`config.mk`:
```
export PLATFORM = sky130hd
export DESIGN_NAME = uop_frontend
export DESIGN_NICKNAME = d
export VERILOG_FILES = /design/src/rv32i_types_pkg.sv /design/src/uop_types_pkg.sv /design/src/uop_decoder.sv /design/src/decode_queue.sv /design/src/uop_issue.sv /design/src/uop_frontend.sv
export SDC_FILE = /design/constraint.sdc
export NUM_CORES = 1
export LEC_CHECK = 0
export BUFFER_PORTS_ARGS = -buffer_cell sky130_fd_sc_hd__buf_2
export CORE_MARGIN = 2
export CORE_UTILIZATION = 55
export CTS_CLUSTER_SIZE = 24
export DETAILED_ROUTE_END_ITERATION = 10
export HOLD_SLACK_MARGIN = 0.05
export PLACE_DENSITY = 0.76
export SLEW_MARGIN = 20
export SYNTH_ARGS = -nofsm -noshare
export SYNTH_HDL_FRONTEND = slang
export SYNTH_SLANG_ARGS = --single-unit
```
`constraint.sdc`:
```
create_clock -name CLK -period 10.4 [get_ports CLK]
set_clock_uncertainty 0.05 [all_clocks]
set_input_delay 1.04 -clock CLK [delete_from_list [all_inputs] [get_ports CLK]]
set_output_delay 1.04 -clock CLK [all_outputs]
set_load 0.1 [all_outputs]
```
`src/rv32i_types_pkg.sv`:
```
//////////////////////////////
// RV32I base ISA only: no compressed encodings
// opcode values are the full 7-bit field, low bits 2'b11
// x0 is index 0 and is never a real dependency
//////////////////////////////
`default_nettype none

package rv32i_types_pkg;

    // instruction words and addresses share one width
    typedef logic [31:0] word_t;

    // architectural register index
    typedef logic [4:0] reg_idx_t;

    // major opcode, instr[6:0]
    typedef logic [6:0] opcode_t;

    // minor opcode, instr[14:12]
    typedef logic [2:0] funct3_t;

    // size of the integer register file
    localparam int NUM_REGS = 32;

    // major opcodes
    localparam opcode_t OPC_LUI    = 7'b0110111;
    localparam opcode_t OPC_AUIPC  = 7'b0010111;
    localparam opcode_t OPC_JAL    = 7'b1101111;
    localparam opcode_t OPC_JALR   = 7'b1100111;
    localparam opcode_t OPC_BRANCH = 7'b1100011;
    localparam opcode_t OPC_LOAD   = 7'b0000011;
    localparam opcode_t OPC_STORE  = 7'b0100011;
    localparam opcode_t OPC_OPIMM  = 7'b0010011;
    localparam opcode_t OPC_OP     = 7'b0110011;
    // csr access, ecall and ebreak
    localparam opcode_t OPC_SYSTEM = 7'b1110011;

    // FENCE and anything else decodes as illegal

endpackage

`default_nettype wire

```
`src/uop_types_pkg.sv`:
```
//////////////////////////////
// one micro-op per instruction, no cracking
// QUEUE_LEN must be a power of two, pointers wrap by overflow
// entry packing order: pc, fu, rd, rs1, rs2,
// uses_rs1, uses_rs2, writes_rd, imm, funct3 (msb first)
//////////////////////////////
`default_nettype none

package uop_types_pkg;

    // target functional unit
    localparam int FU_WIDTH = 3;

    typedef enum logic [FU_WIDTH-1:0] {
        FU_ALU     = 3'd0,
        FU_BRANCH  = 3'd1,
        FU_LSU     = 3'd2,
        FU_SYS     = 3'd3,
        FU_ILLEGAL = 3'd4
    } fu_t;

    // immediate, already sign extended
    typedef logic [31:0] imm_t;

    // decode queue depth
    localparam int QUEUE_LEN = 8;
    localparam int QPTR_W    = $clog2(QUEUE_LEN);

    typedef logic [QPTR_W-1:0] qptr_t;
    // one extra bit so a full queue is representable
    typedef logic [QPTR_W:0] qcount_t;

    // scoreboard, one busy bit per architectural register
    typedef logic [rv32i_types_pkg::NUM_REGS-1:0] busy_vec_t;

    // width of one packed queue entry
    localparam int UOP_WIDTH = $bits(rv32i_types_pkg::word_t)
                             + FU_WIDTH
                             + 3 * $bits(rv32i_types_pkg::reg_idx_t)
                             + 3
                             + $bits(imm_t)
                             + $bits(rv32i_types_pkg::funct3_t);

    typedef logic [UOP_WIDTH-1:0] uop_entry_t;

endpackage

`default_nettype wire

```
`src/uop_decoder.sv`:
```
//////////////////////////////
// one instruction per transfer, result registered
// use and write flags come from the opcode alone
// unknown opcodes give FU_ILLEGAL with all flags clear
// flush drops the registered micro-op
//////////////////////////////
`default_nettype none

module uop_decoder (
    input  wire                          CLK,
    input  wire                          rst,
    input  wire                          flush,
    input  wire                          fetch_valid,
    input  wire rv32i_types_pkg::word_t  instr,
    input  wire rv32i_types_pkg::word_t  pc,
    input  wire                          dec_ready,
    output logic                         fetch_ready,
    output logic                         dec_valid,
    output rv32i_types_pkg::word_t       dec_pc,
    output uop_types_pkg::fu_t           dec_fu,
    output rv32i_types_pkg::reg_idx_t    dec_rd,
    output rv32i_types_pkg::reg_idx_t    dec_rs1,
    output rv32i_types_pkg::reg_idx_t    dec_rs2,
    output logic                         dec_uses_rs1,
    output logic                         dec_uses_rs2,
    output logic                         dec_writes_rd,
    output uop_types_pkg::imm_t          dec_imm,
    output rv32i_types_pkg::funct3_t     dec_funct3
);

    rv32i_types_pkg::opcode_t opcode;
    uop_types_pkg::imm_t      imm_i, imm_s, imm_b, imm_u, imm_j;
    uop_types_pkg::fu_t       d_fu;
    uop_types_pkg::imm_t      d_imm;
    logic                     d_uses_rs1, d_uses_rs2, d_writes_rd;
    logic                     load;

    assign opcode = instr[6:0];

    // immediate formats
    assign imm_i = {{20{instr[31]}}, instr[31:20]};
    assign imm_s = {{20{instr[31]}}, instr[31:25], instr[11:7]};
    assign imm_b = {{19{instr[31]}}, instr[31], instr[7], instr[30:25], instr[11:8], 1'b0};
    assign imm_u = {instr[31:12], 12'b0};
    assign imm_j = {{11{instr[31]}}, instr[31], instr[19:12], instr[20], instr[30:21], 1'b0};

    always_comb begin
        // default covers unknown opcodes
        d_fu        = uop_types_pkg::FU_ILLEGAL;
        d_imm       = '0;
        d_uses_rs1  = 1'b0;
        d_uses_rs2  = 1'b0;
        d_writes_rd = 1'b0;
        case (opcode)
            rv32i_types_pkg::OPC_LUI, rv32i_types_pkg::OPC_AUIPC: begin
                d_fu        = uop_types_pkg::FU_ALU;
                d_imm       = imm_u;
                d_writes_rd = 1'b1;
            end
            rv32i_types_pkg::OPC_JAL: begin
                d_fu        = uop_types_pkg::FU_BRANCH;
                d_imm       = imm_j;
                d_writes_rd = 1'b1;
            end
            rv32i_types_pkg::OPC_JALR: begin
                d_fu        = uop_types_pkg::FU_BRANCH;
                d_imm       = imm_i;
                d_uses_rs1  = 1'b1;
                d_writes_rd = 1'b1;
            end
            rv32i_types_pkg::OPC_BRANCH: begin
                d_fu       = uop_types_pkg::FU_BRANCH;
                d_imm      = imm_b;
                d_uses_rs1 = 1'b1;
                d_uses_rs2 = 1'b1;
            end
            rv32i_types_pkg::OPC_LOAD: begin
                d_fu        = uop_types_pkg::FU_LSU;
                d_imm       = imm_i;
                d_uses_rs1  = 1'b1;
                d_writes_rd = 1'b1;
            end
            rv32i_types_pkg::OPC_STORE: begin
                d_fu       = uop_types_pkg::FU_LSU;
                d_imm      = imm_s;
                d_uses_rs1 = 1'b1;
                d_uses_rs2 = 1'b1;
            end
            rv32i_types_pkg::OPC_OPIMM: begin
                d_fu        = uop_types_pkg::FU_ALU;
                d_imm       = imm_i;
                d_uses_rs1  = 1'b1;
                d_writes_rd = 1'b1;
            end
            rv32i_types_pkg::OPC_OP: begin
                // register-register, no immediate
                d_fu        = uop_types_pkg::FU_ALU;
                d_uses_rs1  = 1'b1;
                d_uses_rs2  = 1'b1;
                d_writes_rd = 1'b1;
            end
            rv32i_types_pkg::OPC_SYSTEM: begin
                // treated as csr access: reads rs1, writes rd
                d_fu        = uop_types_pkg::FU_SYS;
                d_imm       = imm_i;
                d_uses_rs1  = 1'b1;
                d_writes_rd = 1'b1;
            end
            default: ;
        endcase
    end

    // take a new word when the register is empty or draining
    assign fetch_ready = !flush && (!dec_valid || dec_ready);
    assign load        = fetch_valid && fetch_ready;

    always_ff @(posedge CLK) begin
        if (rst || flush) begin
            dec_valid <= 1'b0;
        end else if (load) begin
            dec_valid <= 1'b1;
        end else if (dec_ready) begin
            dec_valid <= 1'b0;
        end
    end

    // payload, no reset
    always_ff @(posedge CLK) begin
        if (load) begin
            dec_pc        <= pc;
            dec_fu        <= d_fu;
            dec_rd        <= instr[11:7];
            dec_rs1       <= instr[19:15];
            dec_rs2       <= instr[24:20];
            dec_uses_rs1  <= d_uses_rs1;
            dec_uses_rs2  <= d_uses_rs2;
            dec_writes_rd <= d_writes_rd;
            dec_imm       <= d_imm;
            dec_funct3    <= instr[14:12];
        end
    end

endmodule

`default_nettype wire

```
`src/decode_queue.sv`:
```
//////////////////////////////
// circular FIFO, QUEUE_LEN entries
// head entry is read combinationally
// push and pop allowed together, also when full
// flush empties it, nothing enters that cycle
//////////////////////////////
`default_nettype none

module decode_queue (
    input  wire                             CLK,
    input  wire                             rst,
    input  wire                             flush,
    input  wire                             in_valid,
    input  wire uop_types_pkg::uop_entry_t  in_entry,
    input  wire                             out_ready,
    output logic                            in_ready,
    output logic                            out_valid,
    output uop_types_pkg::uop_entry_t       out_entry,
    output uop_types_pkg::qcount_t          free_slots
);

    // storage, no reset
    uop_types_pkg::uop_entry_t mem [uop_types_pkg::QUEUE_LEN];

    uop_types_pkg::qptr_t   head;
    uop_types_pkg::qptr_t   tail;
    uop_types_pkg::qcount_t count;
    logic                   push;
    logic                   pop;

    assign out_valid  = (count != '0);
    assign out_entry  = mem[head];
    assign free_slots = uop_types_pkg::qcount_t'(uop_types_pkg::QUEUE_LEN) - count;

    assign pop = out_valid && out_ready;
    // a pop frees a slot in the same cycle
    assign in_ready = !flush && ((free_slots != '0) || pop);
    assign push     = in_valid && in_ready;

    always_ff @(posedge CLK) begin
        if (push) begin
            mem[tail] <= in_entry;
        end
    end

    // pointers wrap by overflow
    always_ff @(posedge CLK) begin
        if (rst || flush) begin
            head  <= '0;
            tail  <= '0;
            count <= '0;
        end else begin
            if (push) begin
                tail <= tail + 1'b1;
            end
            if (pop) begin
                head <= head + 1'b1;
            end
            case ({push, pop})
                2'b10:   count <= count + 1'b1;
                2'b01:   count <= count - 1'b1;
                // both or neither, occupancy unchanged
                default: count <= count;
            endcase
        end
    end

endmodule

`default_nettype wire

```
`src/uop_issue.sv`:
```
//////////////////////////////
// in-order issue, one register toward execute
// single busy bit per register, x0 never busy
// set on acceptance beats a writeback clear
// flush keeps the scoreboard, only a squashed
// un-issued entry gives its busy bit back
//////////////////////////////
`default_nettype none

module uop_issue (
    input  wire                             CLK,
    input  wire                             rst,
    input  wire                             flush,
    input  wire                             q_valid,
    input  wire uop_types_pkg::uop_entry_t  q_entry,
    input  wire                             uop_ready,
    input  wire                             wb_valid,
    input  wire rv32i_types_pkg::reg_idx_t  wb_rd,
    output logic                            q_ready,
    output logic                            uop_valid,
    output rv32i_types_pkg::word_t          uop_pc,
    output uop_types_pkg::fu_t              uop_fu,
    output rv32i_types_pkg::reg_idx_t       uop_rd,
    output rv32i_types_pkg::reg_idx_t       uop_rs1,
    output rv32i_types_pkg::reg_idx_t       uop_rs2,
    output uop_types_pkg::imm_t             uop_imm,
    output rv32i_types_pkg::funct3_t        uop_funct3,
    output logic                            uop_writes_rd
);

    // head entry fields
    rv32i_types_pkg::word_t    h_pc;
    logic [uop_types_pkg::FU_WIDTH-1:0] h_fu;
    rv32i_types_pkg::reg_idx_t h_rd, h_rs1, h_rs2;
    logic                      h_uses_rs1, h_uses_rs2, h_writes_rd;
    uop_types_pkg::imm_t       h_imm;
    rv32i_types_pkg::funct3_t  h_funct3;

    uop_types_pkg::busy_vec_t  busy;
    logic                      hazard;
    logic                      slot_free;
    logic                      take;
    logic                      squash;

    assign {h_pc, h_fu, h_rd, h_rs1, h_rs2, h_uses_rs1, h_uses_rs2, h_writes_rd,
            h_imm, h_funct3} = q_entry;

    // RAW check against outstanding writers
    assign hazard = (h_uses_rs1 && (h_rs1 != '0) && busy[h_rs1])
                 || (h_uses_rs2 && (h_rs2 != '0) && busy[h_rs2]);

    assign slot_free = !uop_valid || uop_ready;
    assign q_ready   = !flush && slot_free && !hazard;
    assign take      = q_valid && q_ready;

    // entry dropped by flush before execute took it, never writes back
    assign squash = flush && uop_valid && !uop_ready && uop_writes_rd && (uop_rd != '0);

    always_ff @(posedge CLK) begin
        if (rst || flush) begin
            uop_valid <= 1'b0;
        end else if (take) begin
            uop_valid <= 1'b1;
        end else if (uop_ready) begin
            uop_valid <= 1'b0;
        end
    end

    always_ff @(posedge CLK) begin
        if (take) begin
            uop_pc        <= h_pc;
            uop_fu        <= uop_types_pkg::fu_t'(h_fu);
            uop_rd        <= h_rd;
            uop_rs1       <= h_rs1;
            uop_rs2       <= h_rs2;
            uop_imm       <= h_imm;
            uop_funct3    <= h_funct3;
            uop_writes_rd <= h_writes_rd;
        end
    end

    // clears first, then set, so the set wins
    always_ff @(posedge CLK) begin
        if (rst) begin
            busy <= '0;
        end else begin
            if (wb_valid) begin
                busy[wb_rd] <= 1'b0;
            end
            if (squash) begin
                busy[uop_rd] <= 1'b0;
            end
            if (take && h_writes_rd && (h_rd != '0)) begin
                busy[h_rd] <= 1'b1;
            end
        end
    end

endmodule

`default_nettype wire

```
`src/uop_frontend.sv`:
```
//////////////////////////////
// fetch -> decoder -> queue -> issue -> execute
// minimum fetch to uop_valid is 3 cycles
// writeback has no ready, always accepted
//////////////////////////////
`default_nettype none

module uop_frontend (
    input  wire                             CLK,
    input  wire                             rst,
    input  wire                             flush,
    // fetch side
    input  wire                             fetch_valid,
    output logic                            fetch_ready,
    input  wire rv32i_types_pkg::word_t     instr,
    input  wire rv32i_types_pkg::word_t     pc,
    // execute side
    output logic                            uop_valid,
    input  wire                             uop_ready,
    output rv32i_types_pkg::word_t          uop_pc,
    output uop_types_pkg::fu_t              uop_fu,
    output rv32i_types_pkg::reg_idx_t       uop_rd,
    output rv32i_types_pkg::reg_idx_t       uop_rs1,
    output rv32i_types_pkg::reg_idx_t       uop_rs2,
    output uop_types_pkg::imm_t             uop_imm,
    output rv32i_types_pkg::funct3_t        uop_funct3,
    output logic                            uop_writes_rd,
    // writeback
    input  wire                             wb_valid,
    input  wire rv32i_types_pkg::reg_idx_t  wb_rd
);

    // decoder to queue
    logic                      dec_valid, dec_ready;
    rv32i_types_pkg::word_t    dec_pc;
    uop_types_pkg::fu_t        dec_fu;
    rv32i_types_pkg::reg_idx_t dec_rd, dec_rs1, dec_rs2;
    logic                      dec_uses_rs1, dec_uses_rs2, dec_writes_rd;
    uop_types_pkg::imm_t       dec_imm;
    rv32i_types_pkg::funct3_t  dec_funct3;
    uop_types_pkg::uop_entry_t dec_entry;

    // queue to issue
    logic                      q_valid, q_ready;
    uop_types_pkg::uop_entry_t q_entry;

    // pack order must match the unpack in uop_issue
    assign dec_entry = {dec_pc, dec_fu, dec_rd, dec_rs1, dec_rs2, dec_uses_rs1,
                        dec_uses_rs2, dec_writes_rd, dec_imm, dec_funct3};

    uop_decoder u_uop_decoder (
        .CLK(CLK), .rst(rst), .flush(flush),
        .fetch_valid(fetch_valid), .instr(instr), .pc(pc), .dec_ready(dec_ready),
        .fetch_ready(fetch_ready), .dec_valid(dec_valid), .dec_pc(dec_pc),
        .dec_fu(dec_fu), .dec_rd(dec_rd), .dec_rs1(dec_rs1), .dec_rs2(dec_rs2),
        .dec_uses_rs1(dec_uses_rs1), .dec_uses_rs2(dec_uses_rs2),
        .dec_writes_rd(dec_writes_rd), .dec_imm(dec_imm), .dec_funct3(dec_funct3)
    );

    // fetch_ready already reflects a full queue
    decode_queue u_decode_queue (
        .CLK(CLK), .rst(rst), .flush(flush),
        .in_valid(dec_valid), .in_entry(dec_entry), .out_ready(q_ready),
        .in_ready(dec_ready), .out_valid(q_valid), .out_entry(q_entry),
        .free_slots()
    );

    uop_issue u_uop_issue (
        .CLK(CLK), .rst(rst), .flush(flush),
        .q_valid(q_valid), .q_entry(q_entry), .uop_ready(uop_ready),
        .wb_valid(wb_valid), .wb_rd(wb_rd), .q_ready(q_ready),
        .uop_valid(uop_valid), .uop_pc(uop_pc), .uop_fu(uop_fu), .uop_rd(uop_rd),
        .uop_rs1(uop_rs1), .uop_rs2(uop_rs2), .uop_imm(uop_imm),
        .uop_funct3(uop_funct3), .uop_writes_rd(uop_writes_rd)
    );

endmodule

`default_nettype wire

```
==> run summary <==
The maximum clock rate came out at ~160 MHz. From synthesis to final layout, the design area changed by 14.0%. The count of mapped cells out of synthesis came out at approximately 1700. Detailed placement ended at an HPWL of ~44000 um. The number of top-level pins is around 160.

The worst setup path is captured at a flop. The most used flip-flop cell after synthesis is sky130_fd_sc_hd__edfxtp_1. The share of synthesized registers carrying an async set or reset came out at 0. The floorplan step defined a die boundary enclosing approximately 67000 um2. The final antenna-violating net count is 0.

The worst setup path is launched from a flop. The synthesized design contains 925 register bits. Dividing the detail-routed wire length by the instance count gives about 27 um. The layout has around 4100 filler cells.

Registers take 27300 um2. The period utilization came out at 0.583. The post-detailed-route DRC marker count came out at 0.

The count of hold-fix buffers inserted at cts came out at 0. The insertion delay of the later-clocked pin in the worst-skew pair came out at about 0.67 ns. Buffers placed on the I/O ports in this run total 162. The diode insertion count for antenna repair came out at 0. Of the synthesized area, sequential elements account for 0.768.

The max-slew violation total from the final report is 0. The first detailed-routing pass ran for 5 iterations. The synthesized design contains 878 enable-type register cells. The buffer cell driving the clock tree root is sky130_fd_sc_hd__clkbuf_16. The largest net degree at the start of global routing came out at between 100 and 150. The tool flagged a number of max-cap violations equal to 0.

In this run the most used layer during global routing was met2. The netlist area before placement is around 36000 um2. The final-report hold violation count is 0. The critical path in this run is classified as reg -> reg. The critical path's largest stage delay is between 0.8 and 0.9 ns. TritonCTS created slightly above 90 clock buffers.

The final critical path time including I/O delays and setup came out at a little over 6 ns. The aggregate negative setup slack is 0 ns. The number of gates resized after CTS was 0. The standby leakage power came out at approximately 0.013 uW. The number of global-route vias before repair came out at ~18000. The worst-case IR drop observed on VDD is roughly 0.13 mV. The filler-free cell count of the finished design came out at between 2000 and 3000. The total wirelength of the detailed-routed design came out at about 80000 um. At the pin with the least slew margin, the transition time is about 1.1 ns. The library cells used most frequently in the layout, excluding fill and tap cells, are 878 x sky130_fd_sc_hd__edfxtp_1, 174 x sky130_fd_sc_hd__mux4_2, 162 x sky130_fd_sc_hd__buf_2, 93 x sky130_fd_sc_hd__clkbuf_16, 92 x sky130_fd_sc_hd__mux2_2. The final net count is roughly 2000.

The peak fanout along the critical path is between 50 and 60. The final-report setup violation count came out at 0. From bottom edge to top edge, the die measures 258 um. Dividing the detail-routed via count by the number of cells gives between 6 and 7. The number of distinct library cell variants in the gate-level netlist after synthesis is 64.

The area used by multi-input combinational logic is about 7900 um2. The number of placed instances, taps included, is about 2700. The global-route congestion overflow total came out at 0. The tightest min-delay check is of the reg -> reg type. The number of buffers added for setup after CTS came out at 0.

For the worst setup path, the data required time is roughly 11 ns. Walking the worst path, the cells encountered are mux2i_1, a22oi_1, nand2_1, inv_1, mux2_2, a22oi_1, nand4_1, a32o_1, o311ai_4, and2_1, nor4b_4, buf_4, buf_4. The first global-routing pass estimated 117000 um of wire.

The overall global routing resource usage came out at 0.238. The highest-delay cell along the critical path is sky130_fd_sc_hd__dfxtp_4. The met1 usage is 0.340. The final RePlAce weighted congestion came out at 0.873. The floorplan die width came out at ~260 um. For this run, the number of Yosys warnings is 0.

The met2 usage is 0.384. The TritonCTS clock tree is built. The initial antenna violation count is 1. The total core area came out at 64100 um2. For this design the ratio of total power to cell area is roughly 190 nW/um2.

The clock transition time at the flip-flop clock pins of the worst setup and hold paths is 0.06 ns. The number of design-rule violations left by the first detailed-router iteration is roughly 1700. The initial standard-cell utilization of the core came out at 0.554. Detailed routing inserted a total of roughly 18000 vias. The normalized max-slew margin is 0.264. The average size of a mapped cell is ~20 um2. In the global route stage, met3 resource usage came out at 0.0386. The number of clock sinks came out at between 900 and 1000. The share of post-route cells with drive strength above 1 is 0.311. The number of levels in the clock H-tree came out at 3. Setup repair after global routing left no endpoint under its margin.

The buffer levels on the longest clock path came out at 3. The number of nets produced by synthesis came out at ~1800. The arrival time of data at the critical path endpoint came out at about 6.3 ns. The library cell used most frequently in the layout, excluding fill and tap cells, is sky130_fd_sc_hd__edfxtp_1.

The flow ran to the end, and the final reports show no timing, DRC or antenna violations. The row count came out at 93.
## routing by layer
metal  routed length, um  part of all wire
met1               31700              0.41
met2               38400              0.49
met3                5800             0.074
met4                1980             0.025
met5                   0                 0
## cells by family (layout without fill, tap and decap cells)
kind of cell	count (synthesis)	after routing	synth area share
adders and majority gates	5	5	0.00176
muxes	292	292	0.147
buffers and inverters	97	381	0.0109
DFF	925	925	0.768
and+or+nand+nor	225	225	0.0345
AOI/OAI and AO/OA	178	178	0.0362
xor gates and xnor gates	5	5	0.00123
## final cells by class
type / count / share of cell area
Sequential cell: 925 / 0.674
Multi-Input combinational cell: 705 / 0.195
Clock buffer: 102 / 0.0583
Tap cell: 855 / 0.0264
Timing Repair Buffer: 189 / 0.0261
Clock inverter: 65 / 0.0175
Inverter: 25 / 0.00232
## metrics by stage
stage	setup WS (ns)	utilization	hold WS, ns	area (um2)	total power [uW]
global placement	4.51	0.583	0.422	37400	4340
detailed placement	4.30	0.583	0.425	37400	4350
global route	3.84	0.632	0.448	40500	7840
finish	4.33	0.632	0.437	40500	7640
floorplan	0.190	-	0.404	35500	4290
CTS	4.30	0.631	0.433	40500	7690
## state kept, by name (all words and copies together) (netlist names), 3 cells and up, named ones only
signal	cells
u_decode_queue.mem	704
u_uop_decoder.dec_imm	32
u_uop_decoder.dec_pc	32
u_uop_issue.busy	32
u_uop_issue.uop_imm	32
u_uop_issue.uop_pc	32
u_uop_decoder.dec_rd	5
u_uop_decoder.dec_rs1	5
u_uop_decoder.dec_rs2	5
u_uop_issue.uop_rd	5
u_uop_issue.uop_rs1	5
u_uop_issue.uop_rs2	5
u_decode_queue.count	4
u_decode_queue.head	3
u_decode_queue.tail	3
u_uop_decoder.dec_fu	3
u_uop_decoder.dec_funct3	3
u_uop_issue.uop_fu	3
u_uop_issue.uop_funct3	3
## critical path: cells and delay by family (launching register included)
family                 cells  cell delay (ns)
buffers and inverters      3             1.81
AOI/OAI and AO/OA          4             1.47
and+or+nand+nor            4             0.84
DFF                        1             0.82
muxes                      2             0.63
## synthesized netlist by cell type, types with 10 or more instances
cell type / instances / area share
sky130_fd_sc_hd__dfxtp_1: 47 / 0.026
sky130_fd_sc_hd__o221ai_1: 31 / 0.0076
sky130_fd_sc_hd__nor2b_1: 34 / 0.0060
sky130_fd_sc_hd__a21o_1: 19 / 0.0040
sky130_fd_sc_hd__nand3b_1: 14 / 0.0030
sky130_fd_sc_hd__o21ai_1: 17 / 0.0024
sky130_fd_sc_hd__a21oi_1: 17 / 0.0024
sky130_fd_sc_hd__nand3_1: 27 / 0.0038
sky130_fd_sc_hd__clkbuf_1: 39 / 0.0041
sky130_fd_sc_hd__edfxtp_1: 878 / 0.74
sky130_fd_sc_hd__mux4_2: 174 / 0.11
sky130_fd_sc_hd__nor2_1: 40 / 0.0042
sky130_fd_sc_hd__nand2_1: 41 / 0.0043
sky130_fd_sc_hd__mux2_2: 92 / 0.029
sky130_fd_sc_hd__mux2i_1: 25 / 0.0070
sky130_fd_sc_hd__and2_1: 10 / 0.0018
sky130_fd_sc_hd__buf_1: 22 / 0.0023
sky130_fd_sc_hd__inv_1: 22 / 0.0023
sky130_fd_sc_hd__o21ai_0: 31 / 0.0044
## path summary, 6_finish.rpt
check,start,end,slack (ns),cells past startpoint
worst max-delay path,flop,u_decode_queue.mem[0][16]$_DFFE_PP_,4.33,13
worst min-delay path,u_uop_issue.busy[0]$_SDFF_PP0_,u_uop_issue.busy[0]$_SDFF_PP0_,0.44,1
worst max register to register,flop,u_decode_queue.mem[0][16]$_DFFE_PP_,4.33,13
worst min register to register,u_uop_issue.busy[0]$_SDFF_PP0_,u_uop_issue.busy[0]$_SDFF_PP0_,0.44,1
## where the power goes
part | switching [uW] | leakage (uW) | internal, uW
clock | 1390 | 0.00150 | 1970
combinational | 77.3 | 0.00308 | 35.2
sequential | 48.5 | 0.00823 | 4110
total | 1520 | 0.0128 | 6120
(Power assumes the default switching activity.)
